--- src/verilog/l1_trig_cfg.svh ---
`ifndef L1_TRIG_CFG_SVH
`define L1_TRIG_CFG_SVH

// number of beams fed to the trigger
`define L1_NBEAMS 2

// beam power word, also the threshold width
`define L1_POW_W 18

// per-beam scaler counter width
`define L1_SCAL_W 16

// register bus address and data widths
`define L1_ADR_W 13
`define L1_DAT_W 32

// scaler measurement period, in clock cycles
`define L1_PERIOD_W 20

// period loaded at reset
`define L1_PERIOD_RST 64

`endif

--- src/verilog/l1_trig_pkg.sv ---
`include "l1_trig_cfg.svh"

package l1_trig_pkg;

    // one beam power word, or one threshold
    typedef logic [`L1_POW_W-1:0] beam_pow_t;

    // one bit per beam
    typedef logic [`L1_NBEAMS-1:0] beam_mask_t;

    // single scaler value
    typedef logic [`L1_SCAL_W-1:0] scal_cnt_t;

    // register bus address and data
    typedef logic [`L1_ADR_W-1:0] bus_adr_t;
    typedef logic [`L1_DAT_W-1:0] bus_dat_t;

    // scaler period count
    typedef logic [`L1_PERIOD_W-1:0] period_t;

endpackage

--- src/verilog/l1_bus_if.sv ---
// internal register bus between the decode stage and one slave
interface l1_bus_if;
    import l1_trig_pkg::*;

    // one-cycle access request from the decode stage
    logic     cyc;
    logic     we;
    bus_adr_t adr;
    bus_dat_t wdat;

    // slave answers in the same cycle
    bus_dat_t rdat;
    logic     ack;

    modport master (
        output cyc,
        output we,
        output adr,
        output wdat,
        input  rdat,
        input  ack
    );

    modport slave (
        input  cyc,
        input  we,
        input  adr,
        input  wdat,
        output rdat,
        output ack
    );

endinterface

--- src/verilog/l1_reg_decode.sv ---
module l1_reg_decode (
    input  logic                  clk_i,
    input  logic                  rst_n_i,
    input  logic                  bus_cyc_i,
    input  logic                  bus_we_i,
    input  l1_trig_pkg::bus_adr_t bus_adr_i,
    input  l1_trig_pkg::bus_dat_t bus_dat_i,
    output l1_trig_pkg::bus_dat_t bus_dat_o,
    output logic                  bus_ack_o,
    input  logic                  bank_i,
    l1_bus_if.master              thr_m,
    l1_bus_if.master              scal_m
);
    import l1_trig_pkg::*;

    logic     busy_q;
    logic     ack_q;
    logic     first;
    logic     thr_sel;
    bus_adr_t fwd_adr;
    bus_dat_t rdat_q;

    // only the first cycle of a held cyc reaches the slaves
    assign first   = bus_cyc_i && !busy_q;
    assign thr_sel = bus_adr_i[11];

    // bit 11 is consumed by the split, bit 12 moves down to bit 11
    assign fwd_adr = {1'b0, bus_adr_i[12], bus_adr_i[10:0]};

    assign thr_m.cyc  = first && thr_sel;
    assign thr_m.we   = bus_we_i;
    assign thr_m.adr  = fwd_adr;
    assign thr_m.wdat = bus_dat_i;

    assign scal_m.cyc  = first && !thr_sel;
    assign scal_m.we   = bus_we_i;
    assign scal_m.adr  = fwd_adr;
    assign scal_m.wdat = bus_dat_i;

    always_ff @(posedge clk_i) begin
        if (!rst_n_i) begin
            busy_q <= 1'b0;
            ack_q  <= 1'b0;
        end else begin
            busy_q <= bus_cyc_i;
            ack_q  <= thr_m.ack || scal_m.ack;
        end
    end

    // read data is captured alongside the ack, scaler reads carry the bank in the msb
    always_ff @(posedge clk_i) begin
        if (first) begin
            if (thr_sel) begin
                rdat_q <= thr_m.rdat;
            end else begin
                rdat_q <= {bank_i, scal_m.rdat[$bits(bus_dat_t)-2:0]};
            end
        end
    end

    assign bus_ack_o = ack_q;
    assign bus_dat_o = rdat_q;

    // a held cyc must never produce a second ack
    assert property (@(posedge clk_i) disable iff (!rst_n_i) bus_ack_o |=> !bus_ack_o)
        else $error("bus ack high on two consecutive cycles");

endmodule

--- src/verilog/beam_thresh_trigger.sv ---
`include "l1_trig_cfg.svh"

module beam_thresh_trigger (
    input  logic                                    clk_i,
    input  logic                                    rst_n_i,
    l1_bus_if.slave                                 bus_s,
    input  l1_trig_pkg::beam_pow_t [`L1_NBEAMS-1:0] beam_pow_i,
    output l1_trig_pkg::beam_mask_t                 trigger_o,
    output l1_trig_pkg::beam_mask_t                 subthresh_o,
    output l1_trig_pkg::period_t                    period_o
);
    import l1_trig_pkg::*;

    // control offsets inside threshold space
    localparam logic [10:0] UPDATE_OFS = 11'h400;
    localparam logic [10:0] PERIOD_OFS = 11'h401;
    localparam int          IDX_W      = (`L1_NBEAMS > 1) ? $clog2(`L1_NBEAMS) : 1;

    // index 0 is the real side, index 1 the subthreshold side
    beam_pow_t  pend_q [2][`L1_NBEAMS];
    beam_pow_t  act_q  [2][`L1_NBEAMS];
    period_t    period_q;
    beam_mask_t trig_q;
    beam_mask_t sub_q;

    logic       side;
    logic       ctrl_sp;
    logic [9:0] beam_sel;
    logic       beam_ok;
    logic       wr;

    assign side     = bus_s.adr[11];
    assign ctrl_sp  = bus_s.adr[10];
    assign beam_sel = bus_s.adr[9:0];
    assign beam_ok  = beam_sel < 10'(`L1_NBEAMS);
    assign wr       = bus_s.cyc && bus_s.we;

    always_ff @(posedge clk_i) begin
        if (!rst_n_i) begin
            for (int s = 0; s < 2; s++) begin
                for (int b = 0; b < `L1_NBEAMS; b++) begin
                    pend_q[s][b] <= '1;
                    act_q[s][b]  <= '1;
                end
            end
            period_q <= period_t'(`L1_PERIOD_RST);
        end else begin
            if (wr && !ctrl_sp && beam_ok) begin
                pend_q[side][beam_sel[IDX_W-1:0]] <= bus_s.wdat[`L1_POW_W-1:0];
            end
            // update strobe moves the whole pending set live at once
            if (wr && bus_s.adr[10:0] == UPDATE_OFS) begin
                act_q <= pend_q;
            end
            if (wr && bus_s.adr[10:0] == PERIOD_OFS) begin
                period_q <= bus_s.wdat[`L1_PERIOD_W-1:0];
            end
        end
    end

    // strictly greater than the active threshold
    always_ff @(posedge clk_i) begin
        if (!rst_n_i) begin
            trig_q <= '0;
            sub_q  <= '0;
        end else begin
            for (int b = 0; b < `L1_NBEAMS; b++) begin
                trig_q[b] <= beam_pow_i[b] > act_q[0][b];
                sub_q[b]  <= beam_pow_i[b] > act_q[1][b];
            end
        end
    end

    // readback of the pending set or the period
    always_comb begin
        bus_s.rdat = '0;
        if (!ctrl_sp) begin
            if (beam_ok) begin
                bus_s.rdat = bus_dat_t'(pend_q[side][beam_sel[IDX_W-1:0]]);
            end
        end else if (bus_s.adr[10:0] == PERIOD_OFS) begin
            bus_s.rdat = bus_dat_t'(period_q);
        end
    end

    assign bus_s.ack   = bus_s.cyc;
    assign trigger_o   = trig_q;
    assign subthresh_o = sub_q;
    assign period_o    = period_q;

    // the decode stage must never hand over a threshold write past the beam count
    assert property (@(posedge clk_i) disable iff (!rst_n_i) (wr && !ctrl_sp) |-> beam_ok)
        else $error("threshold write to beam index %0d", beam_sel);

endmodule

--- src/verilog/beam_scaler.sv ---
`include "l1_trig_cfg.svh"

module beam_scaler (
    input  logic                    clk_i,
    input  logic                    rst_n_i,
    l1_bus_if.slave                 bus_s,
    input  l1_trig_pkg::beam_mask_t trigger_i,
    input  l1_trig_pkg::beam_mask_t subthresh_i,
    input  l1_trig_pkg::period_t    period_i,
    output logic                    count_done_o,
    output logic                    bank_o
);
    import l1_trig_pkg::*;

    localparam int IDX_W = (`L1_NBEAMS > 1) ? $clog2(`L1_NBEAMS) : 1;

    // index 0 counts real triggers, index 1 subthreshold hits
    scal_cnt_t  cnt_q      [2][`L1_NBEAMS];
    scal_cnt_t  bank_cnt_q [2][`L1_NBEAMS];
    beam_mask_t hits       [2];

    period_t    tmr_q;
    period_t    period_prev_q;
    logic       restart;
    logic       last_cyc;
    logic       done_q;
    logic       bank_q;

    logic       side;
    logic [9:0] beam_sel;
    logic       beam_ok;

    assign hits[0] = trigger_i;
    assign hits[1] = subthresh_i;

    // a new period value restarts the measurement
    assign restart = period_i != period_prev_q;

    // timer never wraps out of zero, so a period is at least two cycles
    assign last_cyc = (tmr_q != '0) && (tmr_q >= period_i - period_t'(1));

    always_ff @(posedge clk_i) begin
        if (!rst_n_i) begin
            tmr_q         <= '0;
            period_prev_q <= period_t'(`L1_PERIOD_RST);
            done_q        <= 1'b0;
            bank_q        <= 1'b0;
        end else begin
            period_prev_q <= period_i;
            done_q        <= 1'b0;
            if (restart || last_cyc) begin
                tmr_q <= '0;
            end else begin
                tmr_q <= tmr_q + period_t'(1);
            end
            if (!restart && last_cyc) begin
                done_q <= 1'b1;
                bank_q <= !bank_q;
            end
        end
    end

    always_ff @(posedge clk_i) begin
        if (!rst_n_i) begin
            for (int s = 0; s < 2; s++) begin
                for (int b = 0; b < `L1_NBEAMS; b++) begin
                    cnt_q[s][b]      <= '0;
                    bank_cnt_q[s][b] <= '0;
                end
            end
        end else begin
            for (int s = 0; s < 2; s++) begin
                for (int b = 0; b < `L1_NBEAMS; b++) begin
                    if (restart || last_cyc) begin
                        // new period starts with this cycle's hit
                        cnt_q[s][b] <= scal_cnt_t'(hits[s][b]);
                    end else if (cnt_q[s][b] != '1) begin
                        cnt_q[s][b] <= cnt_q[s][b] + scal_cnt_t'(hits[s][b]);
                    end
                    if (!restart && last_cyc) begin
                        bank_cnt_q[s][b] <= cnt_q[s][b];
                    end
                end
            end
        end
    end

    assign side     = bus_s.adr[11];
    assign beam_sel = bus_s.adr[9:0];
    assign beam_ok  = beam_sel < 10'(`L1_NBEAMS);

    // reads come from the finished bank only, writes are ignored
    always_comb begin
        bus_s.rdat = '0;
        if (beam_ok) begin
            bus_s.rdat = bus_dat_t'(bank_cnt_q[side][beam_sel[IDX_W-1:0]]);
        end
    end

    assign bus_s.ack    = bus_s.cyc;
    assign count_done_o = done_q;
    assign bank_o       = bank_q;

    // done and the bank flip must stay a single pulse per period
    assert property (@(posedge clk_i) disable iff (!rst_n_i) count_done_o |=> !count_done_o)
        else $error("count_done_o high on two consecutive cycles");

endmodule

--- src/verilog/l1_trigger_top.sv ---
`include "l1_trig_cfg.svh"

module l1_trigger_top (
    input  logic                                    clk_i,
    input  logic                                    rst_n_i,
    input  logic                                    bus_cyc_i,
    input  logic                                    bus_we_i,
    input  l1_trig_pkg::bus_adr_t                   bus_adr_i,
    input  l1_trig_pkg::bus_dat_t                   bus_dat_i,
    output l1_trig_pkg::bus_dat_t                   bus_dat_o,
    output logic                                    bus_ack_o,
    input  l1_trig_pkg::beam_pow_t [`L1_NBEAMS-1:0] beam_pow_i,
    output l1_trig_pkg::beam_mask_t                 trigger_o,
    output logic                                    count_done_o
);
    import l1_trig_pkg::*;

    l1_bus_if thr_bus ();
    l1_bus_if scal_bus ();

    logic       bank;
    beam_mask_t subthresh;
    period_t    period;

    // address split and readback
    l1_reg_decode u_decode (
        .clk_i     (clk_i),
        .rst_n_i   (rst_n_i),
        .bus_cyc_i (bus_cyc_i),
        .bus_we_i  (bus_we_i),
        .bus_adr_i (bus_adr_i),
        .bus_dat_i (bus_dat_i),
        .bus_dat_o (bus_dat_o),
        .bus_ack_o (bus_ack_o),
        .bank_i    (bank),
        .thr_m     (thr_bus.master),
        .scal_m    (scal_bus.master)
    );

    beam_thresh_trigger u_thresh (
        .clk_i       (clk_i),
        .rst_n_i     (rst_n_i),
        .bus_s       (thr_bus.slave),
        .beam_pow_i  (beam_pow_i),
        .trigger_o   (trigger_o),
        .subthresh_o (subthresh),
        .period_o    (period)
    );

    beam_scaler u_scaler (
        .clk_i        (clk_i),
        .rst_n_i      (rst_n_i),
        .bus_s        (scal_bus.slave),
        .trigger_i    (trigger_o),
        .subthresh_i  (subthresh),
        .period_i     (period),
        .count_done_o (count_done_o),
        .bank_o       (bank)
    );

endmodule

--- config.mk ---
export PLATFORM = sky130hd
export DESIGN_NAME = l1_trigger_top
export DESIGN_NICKNAME = d
export VERILOG_FILES = /design/src/verilog/l1_trig_pkg.sv /design/src/verilog/l1_bus_if.sv /design/src/verilog/l1_reg_decode.sv /design/src/verilog/beam_thresh_trigger.sv /design/src/verilog/beam_scaler.sv /design/src/verilog/l1_trigger_top.sv
export VERILOG_INCLUDE_DIRS = /design/src /design/src/verilog
export SDC_FILE = /design/constraint.sdc
export NUM_CORES = 1
export LEC_CHECK = 0
export ABC_AREA = 1
export BUFFER_PORTS_ARGS = -buffer_cell sky130_fd_sc_hd__buf_2
export CAP_MARGIN = 20
export CORE_MARGIN = 4
export CORE_UTILIZATION = 50
export CTS_BUF_LIST = sky130_fd_sc_hd__clkbuf_4 sky130_fd_sc_hd__clkbuf_8
export CTS_CLUSTER_DIAMETER = 50
export CTS_CLUSTER_SIZE = 20
export DETAILED_ROUTE_END_ITERATION = 12
export GPL_ROUTABILITY_DRIVEN = 0
export PLACE_DENSITY_LB_ADDON = 0.12
export SLEW_MARGIN = 20
export SYNTH_ARGS = -nofsm -noshare
export SYNTH_HDL_FRONTEND = slang
export SYNTH_SLANG_ARGS = --single-unit
--- constraint.sdc ---
create_clock -name clk_i -period 5.2 [get_ports clk_i]
set_clock_uncertainty 0.05 [all_clocks]
set_input_delay 1.56 -clock clk_i [delete_from_list [all_inputs] [get_ports clk_i]]
set_output_delay 1.56 -clock clk_i [all_outputs]
set_load 0.02 [all_outputs]
==> impl_metrics.yaml <==
run_status:
  run_status: "complete, no violations"
floorplan:
  io_pins: 121
  coreArea_um2: 35700
  num_rows: 69
  dieHeight_um: 198
  floorplan.initialDensity: 0.507
  floorplan.die.width_um: 198
  die_area_um2: 39300
setup_path:
  cp_cell_sequence: "inv_1 -> ha_1 -> nand2_1 -> nor2_1 -> nand2_1 -> inv_1 -> nand3_1 -> nor3_2 -> nand4_1 -> xor2_1 -> inv_1 -> ha_1 -> nand2_1 -> inv_1 -> nand2_1 -> nand2_1 -> a21oi_1 -> nand4_1 -> nand2_1 -> nand2_2 -> nor2_4 -> buf_4 -> nand2_1"
  timing.critical_path.from_type: "register"
  critical_path_start_end_classification: "reg -> reg"
  cp.required_ns: 5.29
  critical-path-top-cell-by-count: "sky130_fd_sc_hd__nand2_1"
  crit_path_end_kind: "register"
  critical_path.top_delay_family: "simple AND/OR/NAND/NOR gates"
  critical_path.max_fanout: 16
  number_of_cells_on_the_worst_reg_to_reg_path: 23
  crit_path_max_incr_delay_ns: 0.42
  crit_path_top_delay_cell: "sky130_fd_sc_hd__nand2_1"
  cp.depth: 23
  timing.critical_path.buf_inv: 5
  critPathArrivalTime_ns: 4.71
pwr:
  power-per-cell-area_nw_per_um2: 265
  power.share.clock: 0.389
  internal-power_w: 0.00390
  finalPower_w: 0.00526
  leakagePower_nw: 10.0
  max-vdd-ir-drop_mv: 0.222
  power.share.sequential: 0.562
  power.switching_fraction: 0.258
  switching_power_w: 0.00135
  power.share.combinational: 0.049
synthesis:
  async_flop_share: 0
  synth.area.top_cells: "sky130_fd_sc_hd__dfxtp_1, sky130_fd_sc_hd__edfxtp_1, sky130_fd_sc_hd__nand2_1"
  post_synth_mux_area_share: 0
  post_synth_xor_area_fraction: 0.0232
  combinational_family_with_the_most_area_after_synthesis: "simple AND/OR/NAND/NOR gates"
  yosysUniqueCellTypes: 48
  synth-warning-count: 0
  synth-seq-area-share: 0.474
  ys_ff_latch: 361
  synthesis.instances: 2156
  synth_area_um2: 18100
  avgSynthCellArea_um2: 8.39
  synth_edf_count: 134
  most_used_flip_flop_cell_after_synthesis: "sky130_fd_sc_hd__dfxtp_1"
  synth_simple_gate_area_frac: 0.191
  synth-compound-area-share: 0.140
  synth-adder-area-share: 0.0713
  most_frequent_cell_after_synthesis: "sky130_fd_sc_hd__nand2_1"
  synth.top_cell.area_share: 0.251
  post_synth_most_frequent_cells: "sky130_fd_sc_hd__nand2_1, sky130_fd_sc_hd__inv_1, sky130_fd_sc_hd__dfxtp_1, sky130_fd_sc_hd__nor2_1, sky130_fd_sc_hd__o211ai_1"
  cell_accounting_for_the_most_synthesized_area: "sky130_fd_sc_hd__dfxtp_1"
grt:
  initial_antenna_violation_count: 0
  global_route.usage.total: 0.241
  globalRouteOverflowTotal: 0
  via_count_of_the_first_global_routing_pass: 14100
  maximum_number_of_pins_on_one_net_before_global_route_repair: 145
  grt_first_pass_wirelength_um: 75000
place:
  dpl.hpwl_um: 35800
  post-place-cells: 2650
  placedInstanceArea_um2: 18900
  place.port_buffers: 97
finish:
  register_area_um2: 8570
  finalInstanceArea_um2: 19800
  drive_gt1_frac: 0.100
  fillerInstances: 3363
  layout.cells.non_filler: 2721
  multi_input_comb_area_um2: 7740
  num-nets-final: 2418
  area_delta_synth_final_pct: 9.59
clock_network:
  tritoncts.num_buffers: 39
  cts_max_path_buffers: 3
  holdBufCountCts: 0
  clock_tree_from_tritoncts: "yes"
  number_of_resized_instances_in_the_post_cts_repair_step: 0
  clockRootBuffer: "sky130_fd_sc_hd__clkbuf_8"
  clkSinkCount: 361
  clock_slew_at_the_register_clock_pins_of_the_worst_setup_and_hold_paths_ns: 0.11
  postCtsSetupBuffers: 0
  insertion_delay_ns: 0.58
  htreeDepth: 2
drt:
  drtAntennaViolNets: 0
  drtPass1Iterations: 5
  vias_per_cell: 5.37
  route.final.wire_length_um: 47900
  detailroute.via_count: 14600
  drt-wirelength-per-cell_um: 17.6
  detailroute.wirelength.met2_um: 24000
  top_layer: "met4"
  m1WireLength_um: 20400
  drt_first_iter_violations: 1142
  routed-wl-met3_um: 1980
  drt_drc_violations_left: 0
timing:
  finalSetupViolCount: 0
  tns_ns: 0
  count_of_final_max_slew_check_failures: 0
  setup_repair_after_global_routing_missed_its_margin: "no"
  hold_viol: 0
  post-route-min-period_ns: 4.63
  period_share: 0.889
  max-slew-margin-rel: 0.284
  fmax_ghz: 0.216
  worst-slew-pin-transition_ns: 1.07
min_path:
  worstHoldPathCells: 1
  hold_path.class: "reg -> reg"
job:
  max_capacitance_violation_count: 0
[flip-flops by register name, indices dropped and copies added (netlist names)]
register,flops
u_scaler.tmr_q,20
u_thresh.trigger_o,2
u_scaler.period_prev_q,20
u_thresh.pend_q,72
u_thresh.act_q,72
u_decode.bus_dat_o,21
u_thresh.subthresh_o,2
u_scaler.count_done_o,1
u_scaler.bank_cnt_q,64
u_scaler.bank_o,1
u_decode.bus_ack_o,1
u_decode.busy_q,1
u_scaler.cnt_q,64
u_thresh.period_o,20
[cell families (layout without fill, tap and decap cells)]
group                    after synthesis  after routing
AO/OA/AOI/OAI                        389            389
adder cells (fa/ha/maj)              103            103
flip-flops                           361            361
XOR/XNOR                              48             48
AND/OR/NAND/NOR                      795            795
other                                  1             12
buffers and inverters                459            552
[routing by layer]
metal,vias to the layer above,track usage
met4,0,0.0775
met2,309,0.427
li1,7348,-
met3,82,0.0298
met1,6869,0.307
met5,-,0
[worst reg2reg max path, cell delays in order (launching register included)]
cell and delay [ns]:
sky130_fd_sc_hd__dfxtp_1 0.35, sky130_fd_sc_hd__inv_1 0.20, sky130_fd_sc_hd__ha_1 0.23, sky130_fd_sc_hd__nand2_1 0.06
sky130_fd_sc_hd__nor2_1 0.19, sky130_fd_sc_hd__nand2_1 0.12, sky130_fd_sc_hd__inv_1 0.11, sky130_fd_sc_hd__nand3_1 0.12
sky130_fd_sc_hd__nor3_2 0.28, sky130_fd_sc_hd__nand4_1 0.18, sky130_fd_sc_hd__xor2_1 0.16, sky130_fd_sc_hd__inv_1 0.06
sky130_fd_sc_hd__ha_1 0.27, sky130_fd_sc_hd__nand2_1 0.08, sky130_fd_sc_hd__inv_1 0.04, sky130_fd_sc_hd__nand2_1 0.05
sky130_fd_sc_hd__nand2_1 0.04, sky130_fd_sc_hd__a21oi_1 0.13, sky130_fd_sc_hd__nand4_1 0.17, sky130_fd_sc_hd__nand2_1 0.15
sky130_fd_sc_hd__nand2_2 0.11, sky130_fd_sc_hd__nor2_4 0.38, sky130_fd_sc_hd__buf_4 0.23, sky130_fd_sc_hd__nand2_1 0.42
[power groups by stage]
stage,sequential [W],combinational (W),clock [W]
after floorplan,0.00303,0.000146,0
after global placement,0.00302,0.000250,0
after detailed placement,0.00302,0.000256,0
after CTS,0.00296,0.000257,0.00210
after global routing,0.00296,0.000282,0.00221
final,0.00296,0.000255,0.00205
[placed cells by master, fill, tap and decap left out, types with 8 or more instances in the layout]
cell type,instances
sky130_fd_sc_hd__a211oi_1,11
sky130_fd_sc_hd__a21oi_1,87
sky130_fd_sc_hd__a22oi_1,15
sky130_fd_sc_hd__and3_1,15
sky130_fd_sc_hd__buf_2,96
sky130_fd_sc_hd__buf_4,21
sky130_fd_sc_hd__clkbuf_8,41
sky130_fd_sc_hd__conb_1,11
sky130_fd_sc_hd__dfxtp_1,227
sky130_fd_sc_hd__edfxtp_1,134
sky130_fd_sc_hd__ha_1,103
sky130_fd_sc_hd__inv_1,357
sky130_fd_sc_hd__nand2_1,403
sky130_fd_sc_hd__nand3_1,56
sky130_fd_sc_hd__nand4_1,41
sky130_fd_sc_hd__nor2_1,198
sky130_fd_sc_hd__nor3_1,26
sky130_fd_sc_hd__nor3_2,10
sky130_fd_sc_hd__nor4_1,11
sky130_fd_sc_hd__o211ai_1,146
sky130_fd_sc_hd__o21ai_0,55
sky130_fd_sc_hd__o221ai_1,15
sky130_fd_sc_hd__o22ai_1,38
sky130_fd_sc_hd__or2_2,8
sky130_fd_sc_hd__xnor2_1,10
sky130_fd_sc_hd__xor2_1,38
[per-stage QoR]
stage | hold WS, ns | worst slack (ns) | util
after CTS | 0.385 | 0.519 | 0.556
after global placement | 0.371 | 0.665 | 0.531
after floorplan | 0.342 | 0.772 | -
after global routing | 0.400 | 0.156 | 0.556
final | 0.384 | 0.575 | 0.556
after detailed placement | 0.384 | 0.580 | 0.531
[final cells by class]
class,count,share of cell area
Clock inverter,27,0.0150
Antenna cell,1,0.000126
Sequential cell,361,0.432
Inverter,362,0.0686
Tap cell,461,0.0291
Clock buffer,43,0.0292
Multi-Input combinational cell,1346,0.391
Timing Repair Buffer,120,0.0352
[worst paths after layout]
| kind | start | end | slack [ns] |
|---|---|---|---|
| hold reg to reg | u_decode.busy_q | u_decode.bus_ack_o | 0.38 |
| hold / removal | u_decode.busy_q | u_decode.bus_ack_o | 0.38 |
| setup reg to reg | u_thresh.period_o[0] | u_scaler.cnt_q[1][7] | 0.57 |
| setup / recovery | u_thresh.period_o[0] | u_scaler.cnt_q[1][7] | 0.57 |
Note: power is estimated with default switching activity, not from simulation.
